### src/common/rrag_pkg.sv
package rrag_pkg;

    localparam int NUM_REGS = 8;
    localparam int REG_AW   = 3;
    localparam int DATA_W   = 32;
    localparam int SEG_W    = 16;
    // tag wraps modulo 2**TAG_W
    localparam int TAG_W    = 3;

    // code 3 is not named and decodes as dword
    typedef enum logic [1:0] {
        SZ_BYTE  = 2'd0,
        SZ_WORD  = 2'd1,
        SZ_DWORD = 2'd2
    } opsize_t;

    // low bits kept on a sized register read
    function automatic logic [DATA_W-1:0] size_mask(opsize_t sz);
        logic [DATA_W-1:0] mask;
        case (sz)
            SZ_BYTE: begin
                mask = 32'h0000_00ff;
            end
            SZ_WORD: begin
                mask = 32'h0000_ffff;
            end
            default: begin
                mask = 32'hffff_ffff;
            end
        endcase
        return mask;
    endfunction

    // operand length in bytes
    function automatic logic [2:0] size_bytes(opsize_t sz);
        logic [2:0] n;
        case (sz)
            SZ_BYTE: begin
                n = 3'd1;
            end
            SZ_WORD: begin
                n = 3'd2;
            end
            default: begin
                n = 3'd4;
            end
        endcase
        return n;
    endfunction

endpackage
### src/common/wb_if.sv
`timescale 1ns/10ps

interface wb_if import rrag_pkg::*; ();

    // register writeback
    logic                wb_ld;
    logic [REG_AW-1:0]   wb_addr;
    logic [DATA_W-1:0]   wb_data;
    logic [TAG_W-1:0]    wb_tag;

    // segment base writeback, no tag
    logic                wb_seg_ld;
    logic [REG_AW-1:0]   wb_seg_addr;
    logic [SEG_W-1:0]    wb_seg_data;

    modport reg_sink (
        input wb_ld,
        input wb_addr,
        input wb_data,
        input wb_tag
    );

    modport seg_sink (
        input wb_seg_ld,
        input wb_seg_addr,
        input wb_seg_data
    );

endinterface

### src/design/rrag.sv
`timescale 1ns/10ps

module rrag import rrag_pkg::*; (
    input  logic                clk,
    input  logic                rst,
    input  logic                valid_in,
    input  logic                fwd_stall,
    input  logic [REG_AW-1:0]   reg_addr1,
    input  logic [REG_AW-1:0]   reg_addr2,
    input  logic [REG_AW-1:0]   reg_addr3,
    input  logic [REG_AW-1:0]   reg_addr4,
    input  logic [REG_AW-1:0]   seg_addr1,
    input  logic [REG_AW-1:0]   seg_addr2,
    input  opsize_t             opsize,
    input  logic [1:0]          shf_amnt,
    input  logic [DATA_W-1:0]   disp,
    input  logic                usereg2,
    input  logic                usereg3,
    input  logic                mem1_use,
    input  logic                mem2_use,
    input  logic                is_rep,
    input  logic                dest_en,
    input  logic [REG_AW-1:0]   dest_reg,
    input  logic                wb_ld,
    input  logic [REG_AW-1:0]   wb_addr,
    input  logic [DATA_W-1:0]   wb_data,
    input  logic [TAG_W-1:0]    wb_tag,
    input  logic                wb_seg_ld,
    input  logic [REG_AW-1:0]   wb_seg_addr,
    input  logic [SEG_W-1:0]    wb_seg_data,
    output logic                valid_out,
    output logic                stall,
    output logic [TAG_W-1:0]    inst_tag,
    output logic [DATA_W-1:0]   reg1,
    output logic [DATA_W-1:0]   reg2,
    output logic [DATA_W-1:0]   reg3,
    output logic [DATA_W-1:0]   reg4,
    output logic                busy1,
    output logic                busy2,
    output logic                busy3,
    output logic                busy4,
    output logic [SEG_W-1:0]    seg1,
    output logic [SEG_W-1:0]    seg2,
    output logic [DATA_W-1:0]   mem_addr1,
    output logic [DATA_W-1:0]   mem_addr1_end,
    output logic [DATA_W-1:0]   mem_addr2,
    output logic [DATA_W-1:0]   mem_addr2_end,
    output logic [DATA_W-1:0]   rep_num
);

    logic [DATA_W-1:0] addr_reg2;
    logic [DATA_W-1:0] addr_reg3;
    logic [DATA_W-1:0] addr_reg4;

    wb_if wbus ();

    assign wbus.wb_ld       = wb_ld;
    assign wbus.wb_addr     = wb_addr;
    assign wbus.wb_data     = wb_data;
    assign wbus.wb_tag      = wb_tag;
    assign wbus.wb_seg_ld   = wb_seg_ld;
    assign wbus.wb_seg_addr = wb_seg_addr;
    assign wbus.wb_seg_data = wb_seg_data;

    // an instruction issues exactly when valid_out is high
    regfile rf (
        .clk        (clk),
        .rst        (rst),
        .wb         (wbus.reg_sink),
        .rd_addr1   (reg_addr1),
        .rd_addr2   (reg_addr2),
        .rd_addr3   (reg_addr3),
        .rd_addr4   (reg_addr4),
        .opsize     (opsize),
        .issue      (valid_out),
        .issue_tag  (inst_tag),
        .dest_en    (dest_en),
        .dest_reg   (dest_reg),
        .rd_data1   (reg1),
        .rd_data2   (reg2),
        .rd_data3   (reg3),
        .rd_data4   (reg4),
        .addr_data2 (addr_reg2),
        .addr_data3 (addr_reg3),
        .addr_data4 (addr_reg4),
        .busy1      (busy1),
        .busy2      (busy2),
        .busy3      (busy3),
        .busy4      (busy4)
    );

    segfile sf (
        .clk      (clk),
        .rst      (rst),
        .wb       (wbus.seg_sink),
        .rd_addr1 (seg_addr1),
        .rd_addr2 (seg_addr2),
        .base1    (seg1),
        .base2    (seg2)
    );

    issue_ctrl ic (
        .clk       (clk),
        .rst       (rst),
        .valid_in  (valid_in),
        .fwd_stall (fwd_stall),
        .usereg2   (usereg2),
        .usereg3   (usereg3),
        .mem1_use  (mem1_use),
        .mem2_use  (mem2_use),
        .busy2     (busy2),
        .busy3     (busy3),
        .busy4     (busy4),
        .dest_en   (dest_en),
        .stall     (stall),
        .valid_out (valid_out),
        .tag       (inst_tag)
    );

    agen ag (
        .base_reg      (addr_reg2),
        .index_reg     (addr_reg3),
        .mem2_reg      (addr_reg4),
        .shf_amnt      (shf_amnt),
        .disp          (disp),
        .usereg2       (usereg2),
        .usereg3       (usereg3),
        .seg_base1     (seg1),
        .seg_base2     (seg2),
        .opsize        (opsize),
        .is_rep        (is_rep),
        .mem_addr1     (mem_addr1),
        .mem_addr1_end (mem_addr1_end),
        .mem_addr2     (mem_addr2),
        .mem_addr2_end (mem_addr2_end),
        .rep_num       (rep_num)
    );

endmodule

### src/design/agen.sv
`timescale 1ns/10ps

module agen import rrag_pkg::*; (
    input  logic [DATA_W-1:0]  base_reg,
    input  logic [DATA_W-1:0]  index_reg,
    input  logic [DATA_W-1:0]  mem2_reg,
    input  logic [1:0]         shf_amnt,
    input  logic [DATA_W-1:0]  disp,
    input  logic               usereg2,
    input  logic               usereg3,
    input  logic [SEG_W-1:0]   seg_base1,
    input  logic [SEG_W-1:0]   seg_base2,
    input  opsize_t            opsize,
    input  logic               is_rep,
    output logic [DATA_W-1:0]  mem_addr1,
    output logic [DATA_W-1:0]  mem_addr1_end,
    output logic [DATA_W-1:0]  mem_addr2,
    output logic [DATA_W-1:0]  mem_addr2_end,
    output logic [DATA_W-1:0]  rep_num
);

    logic [DATA_W-1:0] base_term;
    logic [DATA_W-1:0] index_term;
    logic [DATA_W-1:0] seg1_lin;
    logic [DATA_W-1:0] seg2_lin;
    logic [DATA_W-1:0] span;

    assign base_term  = usereg2 ? base_reg : '0;
    // scaled index, scale of 1, 2, 4 or 8
    assign index_term = usereg3 ? (index_reg << shf_amnt) : '0;

    assign seg1_lin = {seg_base1, {(DATA_W - SEG_W){1'b0}}};
    assign seg2_lin = {seg_base2, {(DATA_W - SEG_W){1'b0}}};

    assign mem_addr1 = base_term + index_term + disp + seg1_lin;
    assign mem_addr2 = mem2_reg + seg2_lin;

    // last byte touched, this is what a limit check would compare
    assign span          = DATA_W'(size_bytes(opsize)) - 32'd1;
    assign mem_addr1_end = mem_addr1 + span;
    assign mem_addr2_end = mem_addr2 + span;

    // string ops take their count from the second memory register
    assign rep_num = is_rep ? mem2_reg : '0;

endmodule

### src/design/issue_ctrl.sv
`timescale 1ns/10ps

module issue_ctrl import rrag_pkg::*; (
    input  logic              clk,
    input  logic              rst,
    input  logic              valid_in,
    input  logic              fwd_stall,
    input  logic              usereg2,
    input  logic              usereg3,
    input  logic              mem1_use,
    input  logic              mem2_use,
    input  logic              busy2,
    input  logic              busy3,
    input  logic              busy4,
    input  logic              dest_en,
    output logic              stall,
    output logic              valid_out,
    output logic [TAG_W-1:0]  tag
);

    logic mem1_stall;
    logic mem2_stall;

    // base or index of the first operand still waiting on a writer
    assign mem1_stall = mem1_use && ((usereg2 && busy2) || (usereg3 && busy3));
    assign mem2_stall = mem2_use && busy4;

    assign stall     = fwd_stall || mem1_stall || mem2_stall;
    assign valid_out = valid_in && !stall;

    always_ff @(posedge clk) begin
        if (rst) begin
            tag <= '0;
        end else if (valid_out && dest_en) begin
            tag <= tag + 1'b1;
        end
    end

endmodule

### src/segfile/segfile.sv
`timescale 1ns/10ps

module segfile import rrag_pkg::*; (
    input  logic                clk,
    input  logic                rst,
    wb_if.seg_sink              wb,
    input  logic [REG_AW-1:0]   rd_addr1,
    input  logic [REG_AW-1:0]   rd_addr2,
    output logic [SEG_W-1:0]    base1,
    output logic [SEG_W-1:0]    base2
);

    logic [SEG_W-1:0] bases [NUM_REGS];

    // segment writes land directly, nothing tracks them as pending
    always_ff @(posedge clk) begin
        if (rst) begin
            bases <= '{default: '0};
        end else if (wb.wb_seg_ld) begin
            bases[wb.wb_seg_addr] <= wb.wb_seg_data;
        end
    end

    // new base shows up the cycle after the write
    assign base1 = bases[rd_addr1];
    assign base2 = bases[rd_addr2];

endmodule

### src/regfile/regfile.sv
`timescale 1ns/10ps

module regfile import rrag_pkg::*; (
    input  logic                clk,
    input  logic                rst,
    wb_if.reg_sink              wb,
    input  logic [REG_AW-1:0]   rd_addr1,
    input  logic [REG_AW-1:0]   rd_addr2,
    input  logic [REG_AW-1:0]   rd_addr3,
    input  logic [REG_AW-1:0]   rd_addr4,
    input  opsize_t             opsize,
    input  logic                issue,
    input  logic [TAG_W-1:0]    issue_tag,
    input  logic                dest_en,
    input  logic [REG_AW-1:0]   dest_reg,
    output logic [DATA_W-1:0]   rd_data1,
    output logic [DATA_W-1:0]   rd_data2,
    output logic [DATA_W-1:0]   rd_data3,
    output logic [DATA_W-1:0]   rd_data4,
    output logic [DATA_W-1:0]   addr_data2,
    output logic [DATA_W-1:0]   addr_data3,
    output logic [DATA_W-1:0]   addr_data4,
    output logic                busy1,
    output logic                busy2,
    output logic                busy3,
    output logic                busy4
);

    logic [DATA_W-1:0]   regs [NUM_REGS];
    logic [NUM_REGS-1:0] pending;
    logic [TAG_W-1:0]    owner [NUM_REGS];
    logic [DATA_W-1:0]   rd_mask;
    logic                wb_retire;

    always_ff @(posedge clk) begin
        if (rst) begin
            regs <= '{default: '0};
        end else if (wb.wb_ld) begin
            regs[wb.wb_addr] <= wb.wb_data;
        end
    end

    // only the most recent writer of a register may retire its mark
    assign wb_retire = wb.wb_ld && (owner[wb.wb_addr] == wb.wb_tag);

    always_ff @(posedge clk) begin
        if (rst) begin
            pending <= '0;
            owner   <= '{default: '0};
        end else begin
            if (wb_retire) begin
                pending[wb.wb_addr] <= 1'b0;
            end
            // a new mark on the same register overrides the clear above
            if (issue && dest_en) begin
                pending[dest_reg] <= 1'b1;
                owner[dest_reg]   <= issue_tag;
            end
        end
    end

    assign rd_mask = size_mask(opsize);

    assign rd_data1 = regs[rd_addr1] & rd_mask;
    assign rd_data2 = regs[rd_addr2] & rd_mask;
    assign rd_data3 = regs[rd_addr3] & rd_mask;
    assign rd_data4 = regs[rd_addr4] & rd_mask;

    // address operands always use the full register
    assign addr_data2 = regs[rd_addr2];
    assign addr_data3 = regs[rd_addr3];
    assign addr_data4 = regs[rd_addr4];

    assign busy1 = pending[rd_addr1];
    assign busy2 = pending[rd_addr2];
    assign busy3 = pending[rd_addr3];
    assign busy4 = pending[rd_addr4];

endmodule

### config.mk
export PLATFORM = sky130hd
export DESIGN_NAME = rrag
export DESIGN_NICKNAME = d
export VERILOG_FILES = /design/src/common/rrag_pkg.sv /design/src/common/wb_if.sv /design/src/design/rrag.sv /design/src/design/agen.sv /design/src/design/issue_ctrl.sv /design/src/segfile/segfile.sv /design/src/regfile/regfile.sv
export SDC_FILE = /design/constraint.sdc
export NUM_CORES = 2
export LEC_CHECK = 0
export BUFFER_PORTS_ARGS = -buffer_cell sky130_fd_sc_hd__buf_2
export CORE_MARGIN = 2
export CORE_UTILIZATION = 60
export CTS_CLUSTER_SIZE = 28
export DETAILED_ROUTE_END_ITERATION = 7
export GPL_TIMING_DRIVEN = 0
export PLACE_DENSITY = 0.84
export SYNTH_ARGS = -nofsm -noshare
export SYNTH_HDL_FRONTEND = slang
export SYNTH_SLANG_ARGS = --single-unit
### constraint.sdc
create_clock -name clk -period 25.8 [get_ports clk]
set_clock_uncertainty 0.2 [all_clocks]
set_input_delay 3.87 -clock clk [delete_from_list [all_inputs] [get_ports clk]]
set_output_delay 3.87 -clock clk [all_outputs]
set_load 0.02 [all_outputs]
Yosys cells after proc, flatten, opt, wreduce, memory -nomap -nowiden. Index checks and enable logic that the tools add are counted.

$lt $le $gt $ge: 20. Reductions and logical operators: 17. Add/subtract/negate cells: 8. Eq/ne operators: 2. Shifts and indexed selects: 1. Multiplexer cells: 50. Bitwise logic cells: 16.

Operator list (count): 32-bit binary-select mux with 3-bit select (4); 32-bit two-way mux (12); 256-bit bitwise mux (1); 32-bit adder (6); 32-bit bitwise AND (4); 128-bit bitwise mux (1); 16-bit binary-select mux with 3-bit select (2); 32-bit demux with 3-bit select (1); 16-bit two-way mux (5); 32-bit case mux with 2 select lines (1); 16-bit demux with 3-bit select (1); 4-bit >= comparator, second input constant (9); 3-bit NOT with 4-bit output (9); 32-bit by 2-bit left shift with 32-bit output (1); 24-bit bitwise mux (1); 3-bit by 4-bit < comparator with 1-bit output, second input constant (6); 8-bit two-way mux (3); 1-bit binary-select mux with 3-bit select (4); 1-bit logical AND (12); 4-bit by 1-bit < comparator with 1-bit output, second input constant (3); 3-bit binary-select mux with 3-bit select (1); 3-bit demux with 3-bit select (1); 3-bit two-way mux (3); 8-bit bitwise AND (1); other kinds (13) (22).

Output and inout bits: 329. Logic and storage cells: 140. Register bits: 419.

Longest topological paths before layout.
Word-level depth: 11. Mapped depth: 28. Depth with buffers taken out: 23.

Modules after synthesis. Synthesis repeated with hierarchy kept, for this count alone.

Cells, all modules: 3568. Area, all modules: 32905.3 sq um.

By module, submodules not included: regfile (area each 18941.9 sq um, seq. area each 5765.5 sq um, times used 1, cells an instance 1914); agen (area each 6962.9 sq um, seq. area each 0.0 sq um, times used 1, cells an instance 927); segfile (area each 6782.8 sq um, seq. area each 2562.5 sq um, times used 1, cells an instance 705); issue_ctrl (area each 217.7 sq um, seq. area each 60.1 sq um, times used 1, cells an instance 22).

Worst setup path after synthesis. OpenSTA, ideal clock, no wires.

Kind: input -> output. Start point: input reg_addr3[0]. End point: output mem_addr1_end[28]. Slack: 11.256 ns. Data required time: 21.730 ns. Stages on the path: 26. Arrival time: 10.474 ns. Cell sequence: buf_1 -> clkbuf_1 -> buf_2 -> mux4_2 -> mux2_2 -> mux2i_1 -> mux2i_1 -> nand2_1 -> fa_1 -> inv_1 -> ha_1 -> ha_1 -> buf_2 -> a2111oi_0 -> o21ai_1 -> a21oi_1 -> o221ai_2 -> a31o_2 -> a21o_1 -> a21oi_1 -> xnor2_1 -> ha_1 -> nand3_1 -> o31ai_2 -> nand3_1 -> xnor2_1.

Longest elaborated chain between the ends: 10.

Ends and longest elaborated chain: from (decl) (line rrag.sv:10) `input logic [REG_AW-1:0] reg_addr3,`; 3-bit NOT with 4-bit output (not written as such) (line regfile.sv:71) `assign addr_data3 = regs[rd_addr3];`; 32-bit binary-select mux with 3-bit select (line regfile.sv:71); 32-bit two-way mux (not written as such) (2 in a row) (line regfile.sv:71); 32-bit by 2-bit left shift with 32-bit output (line agen.sv:30) `assign index_term = usereg3 ? (index_reg << shf_amnt) : '0;`; 32-bit two-way mux (line agen.sv:30); 32-bit adder (3 in a row) (line agen.sv:35) `assign mem_addr1 = base_term + index_term + disp + seg1_lin;`; named net mem_addr1[25] (line rrag.sv:44) `output logic [DATA_W-1:0] mem_addr1,`; 32-bit adder (line agen.sv:40) `assign mem_addr1_end = mem_addr1 + span;`; to (decl) (line rrag.sv:45) `output logic [DATA_W-1:0] mem_addr1_end,`.

The timed path passes the listed nets, and every way through them passes these cells. The select of a mux whose other input is x is not followed.

Final worst setup path.
Start point: input reg_addr3[1]. End point: output mem_addr1_end[28].

Longest elaborated chain between the ends: 10.

Ends and longest elaborated chain (line): 3-bit NOT with 4-bit output (not written as such) (regfile.sv:71); 32-bit binary-select mux with 3-bit select (regfile.sv:71); 32-bit two-way mux (not written as such) (2 in a row) (regfile.sv:71); 32-bit by 2-bit left shift with 32-bit output (agen.sv:30); 32-bit two-way mux (agen.sv:30); 32-bit adder (3 in a row) (agen.sv:35); 32-bit adder (agen.sv:40).

No other way between the ends. The select of a mux whose other input is x is not followed.

==> impl_summary.md <==
Outcome
The flow ran to the end, but the final reports show violations. The final reports fail on DRC.

Logic synthesis
The number of instances in the synthesized netlist is 3563. A synthesized cell averages 8.99 um2. The synthesized flop and latch total is 419. The number of different library cells used by synthesis comes to 89. Yosys printed 0 warnings. Yosys mapped a number of flops with a built-in enable equal to 0. Of all flip-flops after synthesis, the portion carrying an async set or reset was 0%. The share of the yosys chip area belonging to registers is 26.2%. The dominant synthesized flop cell is dfxtp_1. After synthesis the cells add up to 32000 um2.

Cells and area
Relative to the synthesized area, the layout overhead comes to 14.1%. Of the cells placed in the final design, the portion with a size suffix greater than 1 is 24.5%. The layout has 3994 filler cells.

After routing the design area is 36600 um2. The net count of the finished layout is 4273. The finished layout holds 4752 standard cells, fillers aside.

STA
For the pin with the worst max-slew slack, the measured transition is 1.26 ns. Based on the critical path, the design can be clocked at up to 60.9 MHz. The smallest clock period supported by the final layout is computed as 16.42 ns. The headroom to the max-slew limit is 13.5%. The final setup violation count is 0. The number of hold-slack violations in the final timing report is 0. Setup repair after global routing left no endpoint under its margin. The count of final max-slew check failures is 0. The post-route setup TNS is 0 ns. In the finished design, the share of the clock period the worst path needs comes to 63.6%. Final hold analysis gives a worst-case slack of 0.263 ns.

Floorplanning
The width of the die is 235 um. The area enclosed by the die boundary is 55300 um2. The initial cell density of the core is 60.8%. The number of core rows is 84. The core outline area is 52700 um2. The number of top-level design ports is 455. The die boundary height is 235 um.

Clock tree
The TritonCTS clock tree is yes. The quantity of hold-fixing buffers added after cts is 0. Buffers inserted during clock tree synthesis total 45. The clock sink count is 419.

The clock reaches the later pin of the worst-skew pair after 0.59 ns. The CTS root buffer is clkbuf_16. The clock tree buffer depth is 3. CTS built an H-tree with a depth of 2. The count of cells resized by post-cts repair is 0. Clock-pin slew was measured on the worst setup and hold paths at 0.06 ns.

In this run the post-CTS setup repair buffer count came out at 0.

Worst setup path
STA puts the critical path data required time at 21.73 ns. The worst setup path is captured at a primary output. In this design, the critical path's most frequently occurring cell is buf_2. For this run, the slowest stage of the critical path takes 0.80 ns. The standard cell with the maximum stage delay on the critical path is clkbuf_1. The critical-path maximum fanout is 10.

STA classifies the critical path startpoint as an input port. At the worst endpoint, the arrival time is 12.35 ns. The class of the most critical setup path is input port to primary output.

Placement
Summing all placed instances gives a cell area of 34900 um2. The placed cell count is 4656. Detailed placement finished with a half-perimeter wire length of 96.6 mm. The weighted congestion at the end of routability-driven global placement is 1.01. The number of buffers inserted by port buffering is 391.

Global routing
The total overflow left after global routing is 0. Entering global routing, the biggest net connects 15 pins. The number of antenna violations at the first check in global routing came to 16. The via count of the first global-routing pass is 30580. The wire length of the first global-routing pass is 189 mm. The overall fraction of global-route tracks in use is 45.0%.

Job
The total of max-cap violations is 0.

Drt
Dividing the detail-routed wire length by the instance count gives 27.2 um. The routed design has 129 mm of wire. Detailed routing inserted a total of 32387 vias. The first TritonRoute pass finished after 8 iterations. After detailed routing, the number of remaining DRC violations is 27. The first routing iteration left 5505 violations.

The via-per-instance ratio is 6.82. The detail route stage leaves a number of antenna-violating nets equal to 0.

Power
The completed layout was analyzed and its total power is 1.86 mW. The highest ir drop seen on vdd is 47.3 uV. Power spread over the standard cell area amounts to 50.8 nW/um2. The analysis attributes to cell leakage a power of 15.1 nW.

Hold path
In this run the worst hold path is classified as flop to flop.
Yosys cell counts (9+ instances only):
cell type,n,share of area [%]
nor2_1,109,1.3
clkbuf_2,42,0.66
mux4_2,334,23
ha_1,82,3.2
and3_1,9,0.18
mux2i_1,150,4.7
buf_4,10,0.23
o21a_1,10,0.23
fa_1,50,3.1
nand2b_1,14,0.27
dfxtp_1,419,26
nor2b_1,91,1.8
nand4_1,9,0.18
nor3_1,16,0.25
a21o_1,24,0.56
and2_1,39,0.76
xnor2_1,59,1.6
nand2_1,934,11
clkbuf_1,185,2.2
a21oi_1,436,6.8
nand3_1,36,0.56
xor2_1,39,1.1
buf_2,16,0.25
inv_1,147,1.7
o21ai_0,35,0.55
buf_1,57,0.67
mux2_2,80,2.8
routing by layer:
metal	up-vias	GRT usage [%]	share of wire [%]
met5	-	0.693	0.13
met4	14	28.5	8.4
met3	817	18.6	16
met2	3011	67.7	43
met1	15161	53.4	32
li1	13384	-	-
state kept, by name (all words and copies together) (netlist names):
signal / cells
sf.bases: 128
rf.regs: 256
rf.pending: 8
ic.tag: 3
rf.owner: 24
critical path, delay by kind of cell:
kind	cells	cell delay [ns]
xor gates and xnor gates	2	0.58
and+or+nand+nor	4	0.47
AOI/OAI and AO/OA	9	2.28
muxes	3	0.88
buffers and inverters	8	3.11
adders and majority gates	4	1.15
path summary, 6_finish.rpt:
| kind | startpoint | to | slack, ns | cells after the start |
|---|---|---|---|---|
| min reg2reg | sf.bases[23] | sf.bases[23] | 0.26 | 2 |
| max reg2reg | rf.pending[3] | rf.owner[17] | 22.47 | 11 |
| min | sf.bases[23] | sf.bases[23] | 0.26 | 2 |
| max | reg_addr3[1] | mem_addr1_end[28] | 9.38 | 30 |
metrics by stage:
step,worst slack (ns),util [%]
6_report,9.38,69.4
3_3_place_gp,9.61,66.3
2_1_floorplan,11.26,-
5_1_grt,9.00,69.4
3_5_place_dp,9.50,66.3
4_1_cts,9.48,69.4
kinds of logic after synthesis:
logic type / after synthesis / synth area share (%)
other cells: 1 / 0.0117
xor+xnor: 101 / 2.83
mux: 564 / 31.0
compound gates: 586 / 10.5
fa+ha+maj: 132 / 6.33
simple gates: 1300 / 17.4
flops: 419 / 26.2
buf+inv: 460 / 5.76
report_power, final:
part	switching, mW	total [mW]	internal (mW)	leakage [nW]
clock network	0.300	0.724	0.424	0.790
registers	0.0144	0.674	0.660	3.39
logic	0.302	0.459	0.156	10.9
cells in the final DEF (no fill, tap or decap), types with 15 or more instances in the layout:
cell type,n
nand2_1,934
a21oi_1,436
dfxtp_1,419
buf_2,407
mux4_2,334
clkbuf_1,192
mux2i_1,150
inv_1,147
nor2_1,109
nor2b_1,91
ha_1,82
mux2_2,80
xnor2_1,59
buf_1,57
fa_1,50
clkbuf_16,45
clkbuf_2,42
and2_1,39
xor2_1,39
nand3_1,36
o21ai_0,35
a21o_1,24
nor3_1,16
conb_1,15
final cells by class:
class | instances | area [um2] | area share, %
flip-flops and latches | 419 | 8390 | 22.9
diodes | 12 | 30.0 | 0.0822
inverters | 149 | 559 | 1.53
clock buffers | 59 | 1250 | 3.42
clock inverters | 25 | 369 | 1.01
multi-input cells | 2698 | 21900 | 59.8
well taps | 688 | 861 | 2.36
plain buffers | 311 | 1280 | 3.52
repair buffers | 391 | 1960 | 5.35
(Power assumes the default switching activity.)
